**config.mk**
```make
export PLATFORM = sky130hd
export DESIGN_NAME = cache_bank_top
export DESIGN_NICKNAME = d
export VERILOG_FILES = /design/src/hw/cache_pkg.sv /design/src/hw/tag_lookup_if.sv /design/src/hw/data_access_if.sv /design/src/hw/sync_fifo.sv /design/src/hw/tag_store.sv /design/src/hw/data_store.sv /design/src/hw/bank_ctrl.sv /design/src/hw/cache_bank_top.sv
export SDC_FILE = /design/constraint.sdc
export NUM_CORES = 2
export LEC_CHECK = 0
export ABC_AREA = 1
export BUFFER_PORTS_ARGS = -buffer_cell sky130_fd_sc_hd__buf_2
export CELL_PAD_IN_SITES_DETAIL_PLACEMENT = 2
export CELL_PAD_IN_SITES_GLOBAL_PLACEMENT = 2
export CORE_UTILIZATION = 41
export DETAILED_ROUTE_END_ITERATION = 6
export MAX_ROUTING_LAYER = met4
export PLACE_DENSITY_LB_ADDON = 0.3
export SYNTH_ARGS = -nofsm -noshare
export SYNTH_HDL_FRONTEND = slang
export SYNTH_SLANG_ARGS = --single-unit
```
**constraint.sdc**
```tcl
create_clock -name clk -period 8.5 [get_ports clk]
set_input_delay 0 -clock clk [delete_from_list [all_inputs] [get_ports clk]]
set_output_delay 0 -clock clk [all_outputs]
set_load 0.03 [all_outputs]
```
**src/hw/cache_pkg.sv**
```systemverilog
package cache_pkg;

    // word and line geometry
    localparam int WORD_BYTES     = 4;
    localparam int WORDS_PER_LINE = 4;
    localparam int LINE_BYTES     = 16;
    localparam int WORD_BITS      = WORD_BYTES * 8;
    localparam int LINE_BITS      = LINE_BYTES * 8;

    // bank organisation
    localparam int NUM_LINES      = 16;
    localparam int LINE_SEL_BITS  = 4;
    localparam int CACHE_TAG_BITS = 4;
    localparam int LINE_ADDR_BITS = 8;
    localparam int WORD_SEL_BITS  = 2;
    localparam int REQ_TAG_BITS   = 4;

    // queue sizes
    localparam int CRSQ_DEPTH     = 4;
    localparam int MREQ_DEPTH     = 4;

    // packed queue entries {tag, word} and {rw, addr, byteen, line}
    localparam int CRSQ_DATAW     = REQ_TAG_BITS + WORD_BITS;
    localparam int MREQ_DATAW     = 1 + LINE_ADDR_BITS + LINE_BYTES + LINE_BITS;

    typedef logic [WORD_BITS-1:0]      word_t;
    typedef logic [LINE_BITS-1:0]      line_t;
    typedef logic [LINE_ADDR_BITS-1:0] line_addr_t;
    typedef logic [LINE_SEL_BITS-1:0]  line_sel_t;
    typedef logic [CACHE_TAG_BITS-1:0] cache_tag_t;
    typedef logic [WORD_SEL_BITS-1:0]  word_sel_t;
    typedef logic [WORD_BYTES-1:0]     byteen_t;
    typedef logic [LINE_BYTES-1:0]     line_byteen_t;
    typedef logic [REQ_TAG_BITS-1:0]   req_tag_t;

    typedef enum logic [1:0] {
        INIT,
        RUN,
        MISS_WAIT
    } bank_state_t;

endpackage

```
**src/hw/tag_lookup_if.sv**
```systemverilog
`timescale 1ns/1ps

interface tag_lookup_if;
    import cache_pkg::*;

    line_sel_t  line_sel;
    cache_tag_t lookup_tag;
    logic       hit;
    // one-cycle write strobes
    logic       fill;
    cache_tag_t fill_tag;
    logic       init;

    modport ctrl (
        output line_sel, lookup_tag, fill, fill_tag, init,
        input  hit
    );

    modport store (
        input  line_sel, lookup_tag, fill, fill_tag, init,
        output hit
    );
endinterface

```
**src/hw/data_access_if.sv**
```systemverilog
`timescale 1ns/1ps

interface data_access_if;
    import cache_pkg::*;

    line_sel_t line_sel;
    word_sel_t wsel;
    word_t     read_data;

    // byte-enabled word write on a write hit
    logic      write;
    byteen_t   byteen;
    word_t     write_data;

    // whole line from memory
    logic      fill;
    line_t     fill_data;

    modport ctrl (
        output line_sel, wsel, write, byteen, write_data, fill, fill_data,
        input  read_data
    );

    modport store (
        input  line_sel, wsel, write, byteen, write_data, fill, fill_data,
        output read_data
    );
endinterface

```
**src/hw/sync_fifo.sv**
```systemverilog
`timescale 1ns/1ps

module sync_fifo #(
    parameter int DATAW = 8,
    parameter int DEPTH = 4
) (
    input  logic             clk,
    input  logic             reset,
    input  logic             push,
    input  logic [DATAW-1:0] din,
    input  logic             pop,
    output logic [DATAW-1:0] dout,
    output logic             full,
    output logic             empty
);
    localparam int ADDRW = (DEPTH > 1) ? $clog2(DEPTH) : 1;
    localparam int CNTW  = $clog2(DEPTH + 1);

    logic [DATAW-1:0] mem [DEPTH];
    logic [ADDRW-1:0] wr_ptr;
    logic [ADDRW-1:0] rd_ptr;
    logic [CNTW-1:0]  count;

    assign full  = (count == CNTW'(DEPTH));
    assign empty = (count == '0);
    // head entry shows without a pop
    assign dout  = mem[rd_ptr];

    always_ff @(posedge clk) begin
        if (reset) begin
            wr_ptr <= '0;
            rd_ptr <= '0;
            count  <= '0;
        end else begin
            if (push) begin
                wr_ptr <= (wr_ptr == ADDRW'(DEPTH - 1)) ? '0 : wr_ptr + 1'b1;
            end
            if (pop) begin
                rd_ptr <= (rd_ptr == ADDRW'(DEPTH - 1)) ? '0 : rd_ptr + 1'b1;
            end
            if (push && !pop) begin
                count <= count + 1'b1;
            end else if (pop && !push) begin
                count <= count - 1'b1;
            end
        end
    end

    always_ff @(posedge clk) begin
        if (push) begin
            mem[wr_ptr] <= din;
        end
    end

    a_no_overflow: assert property (@(posedge clk) disable iff (reset)
        !(push && full) && !(pop && empty));

endmodule

```
**src/hw/tag_store.sv**
```systemverilog
`timescale 1ns/1ps

module tag_store (
    input  logic       clk,
    input  logic       reset,
    tag_lookup_if.store bus
);
    import cache_pkg::*;

    logic [NUM_LINES-1:0] valid;
    cache_tag_t           tags [NUM_LINES];

    // combinational lookup on the selected line
    assign bus.hit = valid[bus.line_sel] && (tags[bus.line_sel] == bus.lookup_tag);

    always_ff @(posedge clk) begin
        if (reset) begin
            valid <= '0;
        end else if (bus.init) begin
            valid[bus.line_sel] <= 1'b0;
        end else if (bus.fill) begin
            valid[bus.line_sel] <= 1'b1;
        end
    end

    // tag written on fill only
    always_ff @(posedge clk) begin
        if (bus.fill) begin
            tags[bus.line_sel] <= bus.fill_tag;
        end
    end

    // sweep and miss handling never overlap
    a_fill_init_excl: assert property (@(posedge clk) disable iff (reset)
        !(bus.fill && bus.init));

endmodule

```
**src/hw/data_store.sv**
```systemverilog
`timescale 1ns/1ps

module data_store (
    input  logic         clk,
    data_access_if.store bus
);
    import cache_pkg::*;

    line_t lines [NUM_LINES];

    // selected word is always visible
    assign bus.read_data = lines[bus.line_sel][bus.wsel * WORD_BITS +: WORD_BITS];

    always_ff @(posedge clk) begin
        if (bus.fill) begin
            lines[bus.line_sel] <= bus.fill_data;
        end else if (bus.write) begin
            // only the enabled bytes of the word
            for (int b = 0; b < WORD_BYTES; b++) begin
                if (bus.byteen[b]) begin
                    lines[bus.line_sel][bus.wsel * WORD_BITS + b * 8 +: 8]
                        <= bus.write_data[b * 8 +: 8];
                end
            end
        end
    end

    // a fill only happens while the pipe waits on a read miss
    a_fill_write_excl: assert property (@(posedge clk)
        !(bus.fill && bus.write));

endmodule

```
**src/hw/bank_ctrl.sv**
```systemverilog
`timescale 1ns/1ps

module bank_ctrl (
    input  logic                              clk,
    input  logic                              reset,

    input  logic                              core_req_valid,
    input  logic                              core_req_rw,
    input  cache_pkg::line_addr_t             core_req_addr,
    input  cache_pkg::word_sel_t              core_req_wsel,
    input  cache_pkg::byteen_t                core_req_byteen,
    input  cache_pkg::word_t                  core_req_data,
    input  cache_pkg::req_tag_t               core_req_tag,
    output logic                              core_req_ready,

    input  logic                              mem_rsp_valid,
    input  cache_pkg::line_t                  mem_rsp_data,
    output logic                              mem_rsp_ready,

    tag_lookup_if.ctrl                        tags,
    data_access_if.ctrl                       data,

    output logic                              crsq_push,
    output logic [cache_pkg::CRSQ_DATAW-1:0]  crsq_din,
    input  logic                              crsq_full,
    output logic                              mreq_push,
    output logic [cache_pkg::MREQ_DATAW-1:0]  mreq_din,
    input  logic                              mreq_full
);
    import cache_pkg::*;

    bank_state_t  state;
    bank_state_t  state_n;
    line_sel_t    init_cnt;

    logic         valid_st0;
    logic         rw_st0;
    line_addr_t   addr_st0;
    word_sel_t    wsel_st0;
    byteen_t      byteen_st0;
    word_t        data_st0;
    req_tag_t     tag_st0;

    logic         valid_st1;
    logic         rw_st1;
    line_addr_t   addr_st1;
    word_sel_t    wsel_st1;
    byteen_t      byteen_st1;
    word_t        data_st1;
    req_tag_t     tag_st1;
    logic         hit_st1;

    logic         do_read_st1;
    logic         do_read_hit_st1;
    logic         do_read_miss_st1;
    logic         do_write_st1;
    logic         pipe_stall;
    logic         core_req_fire;
    logic         fill_fire;
    line_byteen_t wr_byteen;

    assign do_read_st1      = valid_st1 && !rw_st1;
    assign do_read_hit_st1  = do_read_st1 && hit_st1;
    assign do_read_miss_st1 = do_read_st1 && !hit_st1;
    assign do_write_st1     = valid_st1 && rw_st1;

    // a read miss holds stage 1 until its fill is in
    assign pipe_stall = (do_read_hit_st1 && crsq_full)
                     || ((do_read_miss_st1 || do_write_st1) && mreq_full)
                     || do_read_miss_st1
                     || (state == MISS_WAIT);

    assign core_req_ready = (state == RUN) && !pipe_stall;
    assign core_req_fire  = core_req_valid && core_req_ready;
    assign mem_rsp_ready  = (state == MISS_WAIT);
    assign fill_fire      = mem_rsp_valid && mem_rsp_ready;

    always_comb begin
        state_n = state;
        case (state)
            INIT:      if (init_cnt == line_sel_t'(NUM_LINES - 1)) state_n = RUN;
            RUN:       if (do_read_miss_st1 && !mreq_full) state_n = MISS_WAIT;
            MISS_WAIT: if (fill_fire) state_n = RUN;
            default:   state_n = INIT;
        endcase
    end

    always_ff @(posedge clk) begin
        if (reset) begin
            state    <= INIT;
            init_cnt <= '0;
        end else begin
            state <= state_n;
            // one line cleared per cycle
            if (state == INIT) begin
                init_cnt <= init_cnt + 1'b1;
            end
        end
    end

    always_ff @(posedge clk) begin
        if (reset) begin
            valid_st0 <= 1'b0;
            valid_st1 <= 1'b0;
        end else if (!pipe_stall) begin
            valid_st0 <= core_req_fire;
            valid_st1 <= valid_st0;
        end
    end

    always_ff @(posedge clk) begin
        if (!pipe_stall) begin
            rw_st0     <= core_req_rw;
            addr_st0   <= core_req_addr;
            wsel_st0   <= core_req_wsel;
            byteen_st0 <= core_req_byteen;
            data_st0   <= core_req_data;
            tag_st0    <= core_req_tag;
            rw_st1     <= rw_st0;
            addr_st1   <= addr_st0;
            wsel_st1   <= wsel_st0;
            byteen_st1 <= byteen_st0;
            data_st1   <= data_st0;
            tag_st1    <= tag_st0;
            hit_st1    <= tags.hit;
        end else if (fill_fire) begin
            // the waiting read replays as a hit
            hit_st1 <= 1'b1;
        end
    end

    // tag port shared by init sweep, fill and stage-0 lookup
    always_comb begin
        if (state == INIT) begin
            tags.line_sel = init_cnt;
        end else if (state == MISS_WAIT) begin
            tags.line_sel = addr_st1[LINE_SEL_BITS-1:0];
        end else begin
            tags.line_sel = addr_st0[LINE_SEL_BITS-1:0];
        end
    end
    assign tags.lookup_tag = addr_st0[LINE_ADDR_BITS-1 -: CACHE_TAG_BITS];
    assign tags.fill       = fill_fire;
    assign tags.fill_tag   = addr_st1[LINE_ADDR_BITS-1 -: CACHE_TAG_BITS];
    assign tags.init       = (state == INIT);

    // data store works on stage 1 only
    assign data.line_sel   = addr_st1[LINE_SEL_BITS-1:0];
    assign data.wsel       = wsel_st1;
    assign data.write      = do_write_st1 && hit_st1 && !mreq_full;
    assign data.byteen     = byteen_st1;
    assign data.write_data = data_st1;
    assign data.fill       = fill_fire;
    assign data.fill_data  = mem_rsp_data;

    assign crsq_push = do_read_hit_st1 && !crsq_full;
    assign crsq_din  = {tag_st1, data.read_data};

    // write-through byte enables land in the selected word slot
    assign wr_byteen = rw_st1 ? (line_byteen_t'(byteen_st1) << (wsel_st1 * WORD_BYTES)) : '0;

    assign mreq_push = ((do_read_miss_st1 && (state == RUN)) || do_write_st1) && !mreq_full;
    assign mreq_din  = {rw_st1, addr_st1, wr_byteen, {WORDS_PER_LINE{data_st1}}};

    // memory only answers the one outstanding line read
    a_fill_in_miss: assert property (@(posedge clk) disable iff (reset)
        mem_rsp_valid |-> state == MISS_WAIT);

    // the missing read stays parked in stage 1 until its fill
    a_miss_held_st1: assert property (@(posedge clk) disable iff (reset)
        state == MISS_WAIT |-> do_read_miss_st1);

endmodule

```
**src/hw/cache_bank_top.sv**
```systemverilog
`timescale 1ns/1ps

module cache_bank_top (
    input  logic                    clk,
    input  logic                    reset,

    input  logic                    core_req_valid,
    input  logic                    core_req_rw,
    input  cache_pkg::line_addr_t   core_req_addr,
    input  cache_pkg::word_sel_t    core_req_wsel,
    input  cache_pkg::byteen_t      core_req_byteen,
    input  cache_pkg::word_t        core_req_data,
    input  cache_pkg::req_tag_t     core_req_tag,
    output logic                    core_req_ready,

    output logic                    core_rsp_valid,
    output cache_pkg::word_t        core_rsp_data,
    output cache_pkg::req_tag_t     core_rsp_tag,
    input  logic                    core_rsp_ready,

    output logic                    mem_req_valid,
    output logic                    mem_req_rw,
    output cache_pkg::line_addr_t   mem_req_addr,
    output cache_pkg::line_byteen_t mem_req_byteen,
    output cache_pkg::line_t        mem_req_data,
    input  logic                    mem_req_ready,

    input  logic                    mem_rsp_valid,
    input  cache_pkg::line_t        mem_rsp_data,
    output logic                    mem_rsp_ready
);
    import cache_pkg::*;

    tag_lookup_if  tag_bus ();
    data_access_if data_bus ();

    logic                  crsq_push;
    logic [CRSQ_DATAW-1:0] crsq_din;
    logic                  crsq_full;
    logic                  crsq_empty;
    logic                  mreq_push;
    logic [MREQ_DATAW-1:0] mreq_din;
    logic                  mreq_full;
    logic                  mreq_empty;

    assign core_rsp_valid = !crsq_empty;
    assign mem_req_valid  = !mreq_empty;

    bank_ctrl i_ctrl (
        .clk             (clk),
        .reset           (reset),
        .core_req_valid  (core_req_valid),
        .core_req_rw     (core_req_rw),
        .core_req_addr   (core_req_addr),
        .core_req_wsel   (core_req_wsel),
        .core_req_byteen (core_req_byteen),
        .core_req_data   (core_req_data),
        .core_req_tag    (core_req_tag),
        .core_req_ready  (core_req_ready),
        .mem_rsp_valid   (mem_rsp_valid),
        .mem_rsp_data    (mem_rsp_data),
        .mem_rsp_ready   (mem_rsp_ready),
        .tags            (tag_bus.ctrl),
        .data            (data_bus.ctrl),
        .crsq_push       (crsq_push),
        .crsq_din        (crsq_din),
        .crsq_full       (crsq_full),
        .mreq_push       (mreq_push),
        .mreq_din        (mreq_din),
        .mreq_full       (mreq_full)
    );

    tag_store i_tags (
        .clk   (clk),
        .reset (reset),
        .bus   (tag_bus.store)
    );

    data_store i_data (
        .clk (clk),
        .bus (data_bus.store)
    );

    sync_fifo #(
        .DATAW (CRSQ_DATAW),
        .DEPTH (CRSQ_DEPTH)
    ) core_rsp_queue (
        .clk   (clk),
        .reset (reset),
        .push  (crsq_push),
        .din   (crsq_din),
        .pop   (core_rsp_valid && core_rsp_ready),
        .dout  ({core_rsp_tag, core_rsp_data}),
        .full  (crsq_full),
        .empty (crsq_empty)
    );

    sync_fifo #(
        .DATAW (MREQ_DATAW),
        .DEPTH (MREQ_DEPTH)
    ) mem_req_queue (
        .clk   (clk),
        .reset (reset),
        .push  (mreq_push),
        .din   (mreq_din),
        .pop   (mem_req_valid && mem_req_ready),
        .dout  ({mem_req_rw, mem_req_addr, mem_req_byteen, mem_req_data}),
        .full  (mreq_full),
        .empty (mreq_empty)
    );

endmodule

```
# Word-level counts from Yosys, hierarchy flattened
# Memory sizes are Yosys's and may differ from the RTL's. A register that Yosys moved wholly into a read port is not among the register bits.
# Cells that the tools add are included.
[totals]
memories = 4
ff_bits = 141
elab_cells = 1193
input_bits = 185
ram_bits = 2868
out_inout_bits = 193
[op_classes]
order_cmp = 2
eq_ne = 14
muxes = 562
n_reduce_logical = 46
n_bitwise = 515
n_shift = 10
add_sub_neg = 16
[memory_table]
columns = ["name", "depth", "word_bits", "rd", "rd_ports_with_merged_regs", "write_ports", "line", "rtl"]
rows = [
  ["i_data.lines", 16, 128, 1, 1, 1, "data_store.sv:9", "line_t lines [NUM_LINES];"],
  ["mem_req_queue.mem", 4, 153, 1, 1, 1, "sync_fifo.sv:19", "logic [DATAW-1:0] mem [DEPTH];"],
  ["core_rsp_queue.mem", 4, 36, 1, 1, 1, "sync_fifo.sv:19", ""],
  ["i_tags.tags", 16, 4, 1, 0, 1, "tag_store.sv:11", "cache_tag_t tags [NUM_LINES];"],
]
[ops]
columns = ["cell", "count"]
rows = [
  ["1-bit 2-to-1 mux", 534],
  ["128-bit 2-to-1 mux", 4],
  ["1-bit OR", 512],
  ["8-bit by 34-bit variable shift with 128-bit output (first input constant)", 4],
  ["8-bit by 34-bit variable part select with 128-bit output", 4],
  ["128-bit by 8-bit variable part select with 32-bit output", 1],
  ["32-bit negation with 34-bit output", 3],
  ["16-bit 2-to-1 mux", 3],
  ["7-bit negation with 34-bit output", 1],
  ["1-bit logical AND", 23],
  ["2-bit 2-to-1 mux", 11],
  ["7-bit by 5-bit adder with 8-bit output (second input constant)", 2],
  ["16-bit AND", 1],
  ["16-bit NOT", 1],
  ["16-bit OR", 1],
  ["4-bit by 4-bit << shifter with 16-bit output", 1],
  ["3-bit 2-to-1 mux", 4],
  ["4-bit 2-to-1 mux", 3],
  ["1-bit logical NOT", 11],
  ["2-bit == test (second input constant)", 5],
  ["2-bit by 1-bit adder with 2-bit output (second input constant)", 4],
  ["7-bit by 4-bit adder with 8-bit output (second input constant)", 1],
  ["2-bit != test (second input constant)", 4],
  ["3-bit by 1-bit adder with 3-bit output (second input constant)", 2],
  ["other kinds (16)", 25],
]

# Logic depth before layout (Yosys ltp)
[logic_depth]
depth_word = 11
ltp_mapped = 17
ltp_nobuf = 16

# Hierarchy
# Synthesis repeated with hierarchy kept, for this count alone.
[hier_totals]
hier_cells = 11456
area_unflattened_um2 = 126038.4
[by_module_without_submodules]
columns = ["module", "area_per_inst_um2", "cells_per_inst", "seq_area_each_um2", "n_inst"]
rows = [
  ["data_store", 87276.2, 8622, 61499.0, 1],
  ["sync_fifo at mem_req_queue", 23171.0, 1538, 18557.8, 1],
  ["sync_fifo at core_rsp_queue", 6100.9, 407, 4504.3, 1],
  ["bank_ctrl", 6002.0, 514, 3253.1, 1],
  ["tag_store", 3460.8, 369, 2242.2, 1],
  ["cache_bank_top", 27.5, 6, 0.0, 1],
]

# Least setup slack after synthesis
# OpenSTA, ideal clock, no wires.
[synth_path]
kind = "flip-flop to flip-flop"
from = "register i_ctrl.rw_st1"
to = "memory mem_req_queue.mem[0][100] (netlist name), enable pin"
setup_ns = 0.472
path_buffers = 0
arrival_ns = 3.472
synth_period_minus_slack_ns = 3.944
stages_incl_launch_ff = 6
required_ns = 8.028
slack_ns = 4.556
path_cell_list = "edfxtp_1 > nor3_1 > nand3_1 > nand2_1 > inv_1 > nor2_1"
[synth_between]
elab_chain_cells = 8
word_cells_on_any_way = 9
cone_classes = "mux: 2; reduce/logical: 7"
[synth_rtl]
columns = ["element", "line", "rtl"]
rows = [
  ["start, declared", "bank_ctrl.sv:45", "logic rw_st1;"],
  ["start signal, assigned", "bank_ctrl.sv:119", "rw_st1 <= rw_st0;"],
  ["1-bit logical NOT", "bank_ctrl.sv:62", "assign do_read_st1 = valid_st1 && !rw_st1;"],
  ["1-bit logical AND", "bank_ctrl.sv:62", ""],
  ["1-bit logical AND", "bank_ctrl.sv:64", "assign do_read_miss_st1 = do_read_st1 && !hit_st1;"],
  ["1-bit logical AND", "bank_ctrl.sv:162", "assign mreq_push = ((do_read_miss_st1 && (state == RUN)) || do_write_st1) && !mreq_full;"],
  ["1-bit logical OR *", "bank_ctrl.sv:162", ""],
  ["1-bit logical AND *", "bank_ctrl.sv:162", ""],
  ["net i_ctrl.mreq_push", "bank_ctrl.sv:26", "output logic mreq_push,"],
  ["1-bit 2-to-1 mux *", "sync_fifo.sv:50", "if (push) begin"],
  ["1-bit 2-to-1 mux (not written as such) *", "sync_fifo.sv:51", "mem[wr_ptr] <= din;"],
  ["end, declared", "sync_fifo.sv:19", ""],
]
# The timed path passes the listed nets; every way through them passes the cells marked *.

==> summary.md <==
| Metric | Value |
|---|---|
| Final Hold Fails | 0 |
| EDFF count, synth | 2587 |
| Critical Path Max Stage Delay | 0.84 ns |
| Count leader, synth | edfxtp_1 |
| CTS max path bufs | 4 |
| Power Internal | 22500 uW |
| Congestion Overflow GR | 0 |
| Final period utilization | 0.569 |
| Total global-route track usage | 0.341 |
| Synth Register Bits | 2633 |
| Post_cts resized | 0 |
| Fmax | 207 MHz |
| Worst vdd ir | 0.200 mV |
| Switching power | 9170 uW |
| Final WL | 446000 um |
| Pre-antenna DRT Iters | 6 |
| Cells after Synth | 8475 |
| CTS Sinks | 2633 |
| Power Total | 31700 uW |
| Die height | 511 um |
| DRC viols | 0 |
| Status | finished, final reports clean |
| Routed Antenna Nets | 0 |
| Async SR Flop Fraction | 0 |
| Iteration-0 DRC Markers | 9446 |
| Synth area leaders | edfxtp_1 73%, o21ai_0 7.4%, nor2_1 6.3% |
| Synthesized cell area | 0.106 mm^2 |
| Top cells by count, synth | 2587 x edfxtp_1, 1789 x nor2_1, 1577 x o21ai_0, 718 x o22ai_1, 480 x nand2_1 |
| Share of cells above drive strength 1 | 0.110 |
| First-pass GRT wire length | 620000 um |
| Setup Skew | 0.104 ns |
| CTS tree | done |
| Die area | 0.261 mm^2 |
| CP Class | reg -> reg |
| Number of global-route vias before repair | 82300 |
| Final min period | 4.83 ns |
| Slew Viols, Final | 0 |
| Leakage power | 0.0393 uW |
| Worst EP arrival | 5.60 ns |
| RSZ-0062 raised after global routing | no |
| Clock power share | 0.406 |
| Synth Flop Type | edfxtp_1 |
| Clock Tree Root | clkbuf_16 |
| Routed vias/inst | 6.30 |
| Core Box Area | 0.257 mm^2 |
| Starting density of the core | 0.413 |
| Final setup vio count | 0 |
| Number of vias after detailed routing | 77800 |
| Area share of the largest cell type after synthesis | 0.732 |
| Final HPWL DP | 269000 um |
| CP startpoint kind | register |
| Synth warn | 0 |
| I/O pins | 378 |
| Syn_area_per_cell | 12.5 um^2 |
| Setup_tns | 0 ns |
| Rows | 186 |
| WP data required | 9.26 ns |
| Largest net degree at the start of global routing | 205 |
| H-Tree Depth | 5 |
| Seq/Total Area, Yosys | 0.740 |
| Syn Nets | 8680 |
| Setup crit end kind | register |
| Clk slew on worst S/H paths | 0.06 ns |
| Tightest Pin Transition | 1.35 ns |
| Seq pwr share | 0.456 |
| Power Density | 262 mW/mm^2 |
| Final #Nets | 8884 |
| Slew HR | 0.0910 |
| Port-buffer cells | 377 |
| Logic gate share of total power | 0.137 |
| Die width | 511 um |
| Switching part of the total | 0.289 |
| Hold crit path type | in -> reg |
| Crit-path slowest cell | buf_4 |
| CTS buffer count | 300 |
| Max Cap Violations | 0 |
| Area Overhead vs Synth | 13.9% |
| Post-DR wirelength/cell | 36.1 um |
| Worst Path Max Fanout | 133 |
| Initial antenna violation count | 74 |
| Yosys cell types | 45 |
| Clk_lat worst skew | 0.99 ns |
| Synth area leader | edfxtp_1 |
| RePlAce Congestion | 0.878 |
| Cell Chain, Critical Path | buf_4 -> buf_12 -> o21ai_0 -> o22ai_1 -> nor2_1 -> o22ai_1 -> o21ai_0 -> o22ai_1 -> buf_4 |
| Critical Path Most Common Cell | o22ai_1 |
cell type report:
type | count | area (um^2)
clock buffers | 369 | 7950
fillers | 24800 | 136000
clock inverters | 140 | 1290
flip-flops and latches | 2633 | 78600
well taps | 3384 | 4230
diodes | 77 | 193
inverters | 137 | 552
repair buffers | 606 | 4120
multi-input cells | 5001 | 23900
logic make-up after synthesis:
kind of cell | count (synthesis) | synth area share
AO/OA/AOI/OAI | 2471 | 0.126
adder cells (fa/ha/maj) | 20 | 0.00250
buffers and inverters | 841 | 0.0363
flip-flops | 2633 | 0.740
AND/OR/NAND/NOR | 2510 | 0.0944
flip-flops by register name, summed over array words and instances (netlist names), 8 cells and up, named ones only:
register                count
i_ctrl.data.write_data     32
i_tags.tags                64
mem_req_queue.mem         228
i_ctrl.data_st0            32
core_rsp_queue.mem        144
i_ctrl.addr_st0             8
i_data.lines             2048
i_ctrl.addr_st1             8
power groups by stage:
stage               clock, uW  combinational, uW  sequential, uW
CTS                     12800               4270           14500
global placement            0               3940           14700
global route            13300               4470           14500
detailed placement          0               4140           14700
finish                  12900               4360           14500
floorplan                   0               2640           14600
through the flow:
stage	util	setup slack (ns)	cells	hold WS, ns	cell area, um^2
6_report	0.470	3.67	12300	0.0139	121000
5_1_grt	0.470	3.56	12300	0.00683	121000
4_1_cts	0.469	3.77	12300	0.00772	121000
3_5_place_dp	0.428	3.72	11600	0.178	110000
3_3_place_gp	0.428	3.88	11600	0.176	110000
2_1_floorplan	-	4.56	8475	0.0691	106000
layout by cell type, fill, tap and decap left out, types with 6 or more instances in the layout:
| master | instances |
|---|---|
| inv_1 | 115 |
| nor2_2 | 29 |
| nand2_4 | 15 |
| nand3_1 | 40 |
| a31oi_1 | 19 |
| buf_4 | 88 |
| clkinv_2 | 41 |
| o21ai_0 | 1576 |
| nor3_1 | 16 |
| o31ai_1 | 10 |
| diode_2 | 77 |
| buf_2 | 377 |
| ha_1 | 18 |
| buf_12 | 16 |
| nor2_4 | 13 |
| dlygate4sd3_1 | 125 |
| edfxtp_1 | 2587 |
| inv_6 | 6 |
| o221ai_1 | 6 |
| nand2_1 | 464 |
| clkbuf_16 | 307 |
| clkinvlp_4 | 7 |
| nor2_1 | 1781 |
| nand4_1 | 131 |
| clkinv_1 | 63 |
| o22ai_1 | 713 |
| inv_2 | 11 |
| bufinv_16 | 23 |
| o21ai_1 | 55 |
| clkbuf_1 | 59 |
| dfxtp_1 | 39 |
| a21oi_1 | 65 |
| o211ai_1 | 7 |
timing repair:
action                                  in CTS  in global routing
hold endpoints to repair                   241                  0
setup buffers                                0                  0
endpoints found under the setup margin       0                  0
hold buffers                               125                  0
final timing paths:
check,start,to,slack (ns),cells after the start
setup / recovery,register,core_rsp_queue.mem[0][20],3.67,9
hold reg to reg,i_ctrl.data_st0[28],i_ctrl.data.write_data[28],0.42,0
setup reg to reg,register,core_rsp_queue.mem[0][20],3.67,9
hold / removal,mem_rsp_data[3],i_data.lines[3][3],0.01,3
layer usage:
metal,track usage,vias up,part of all wire
met2,0.541,4124,0.48
li1,-,31600,-
met3,0.0649,1031,0.087
met4,0.195,0,0.064
met5,-,-,0
met1,0.409,41000,0.37
critical path: cells and delay by family (launching register included):
family / cells / cell delay, ns
DFF: 1 / 0.83
and+or+nand+nor: 1 / 0.12
buffers and inverters: 3 / 1.71
AOI/OAI and AO/OA: 5 / 1.81
Note: power is estimated with default switching activity, not from simulation.
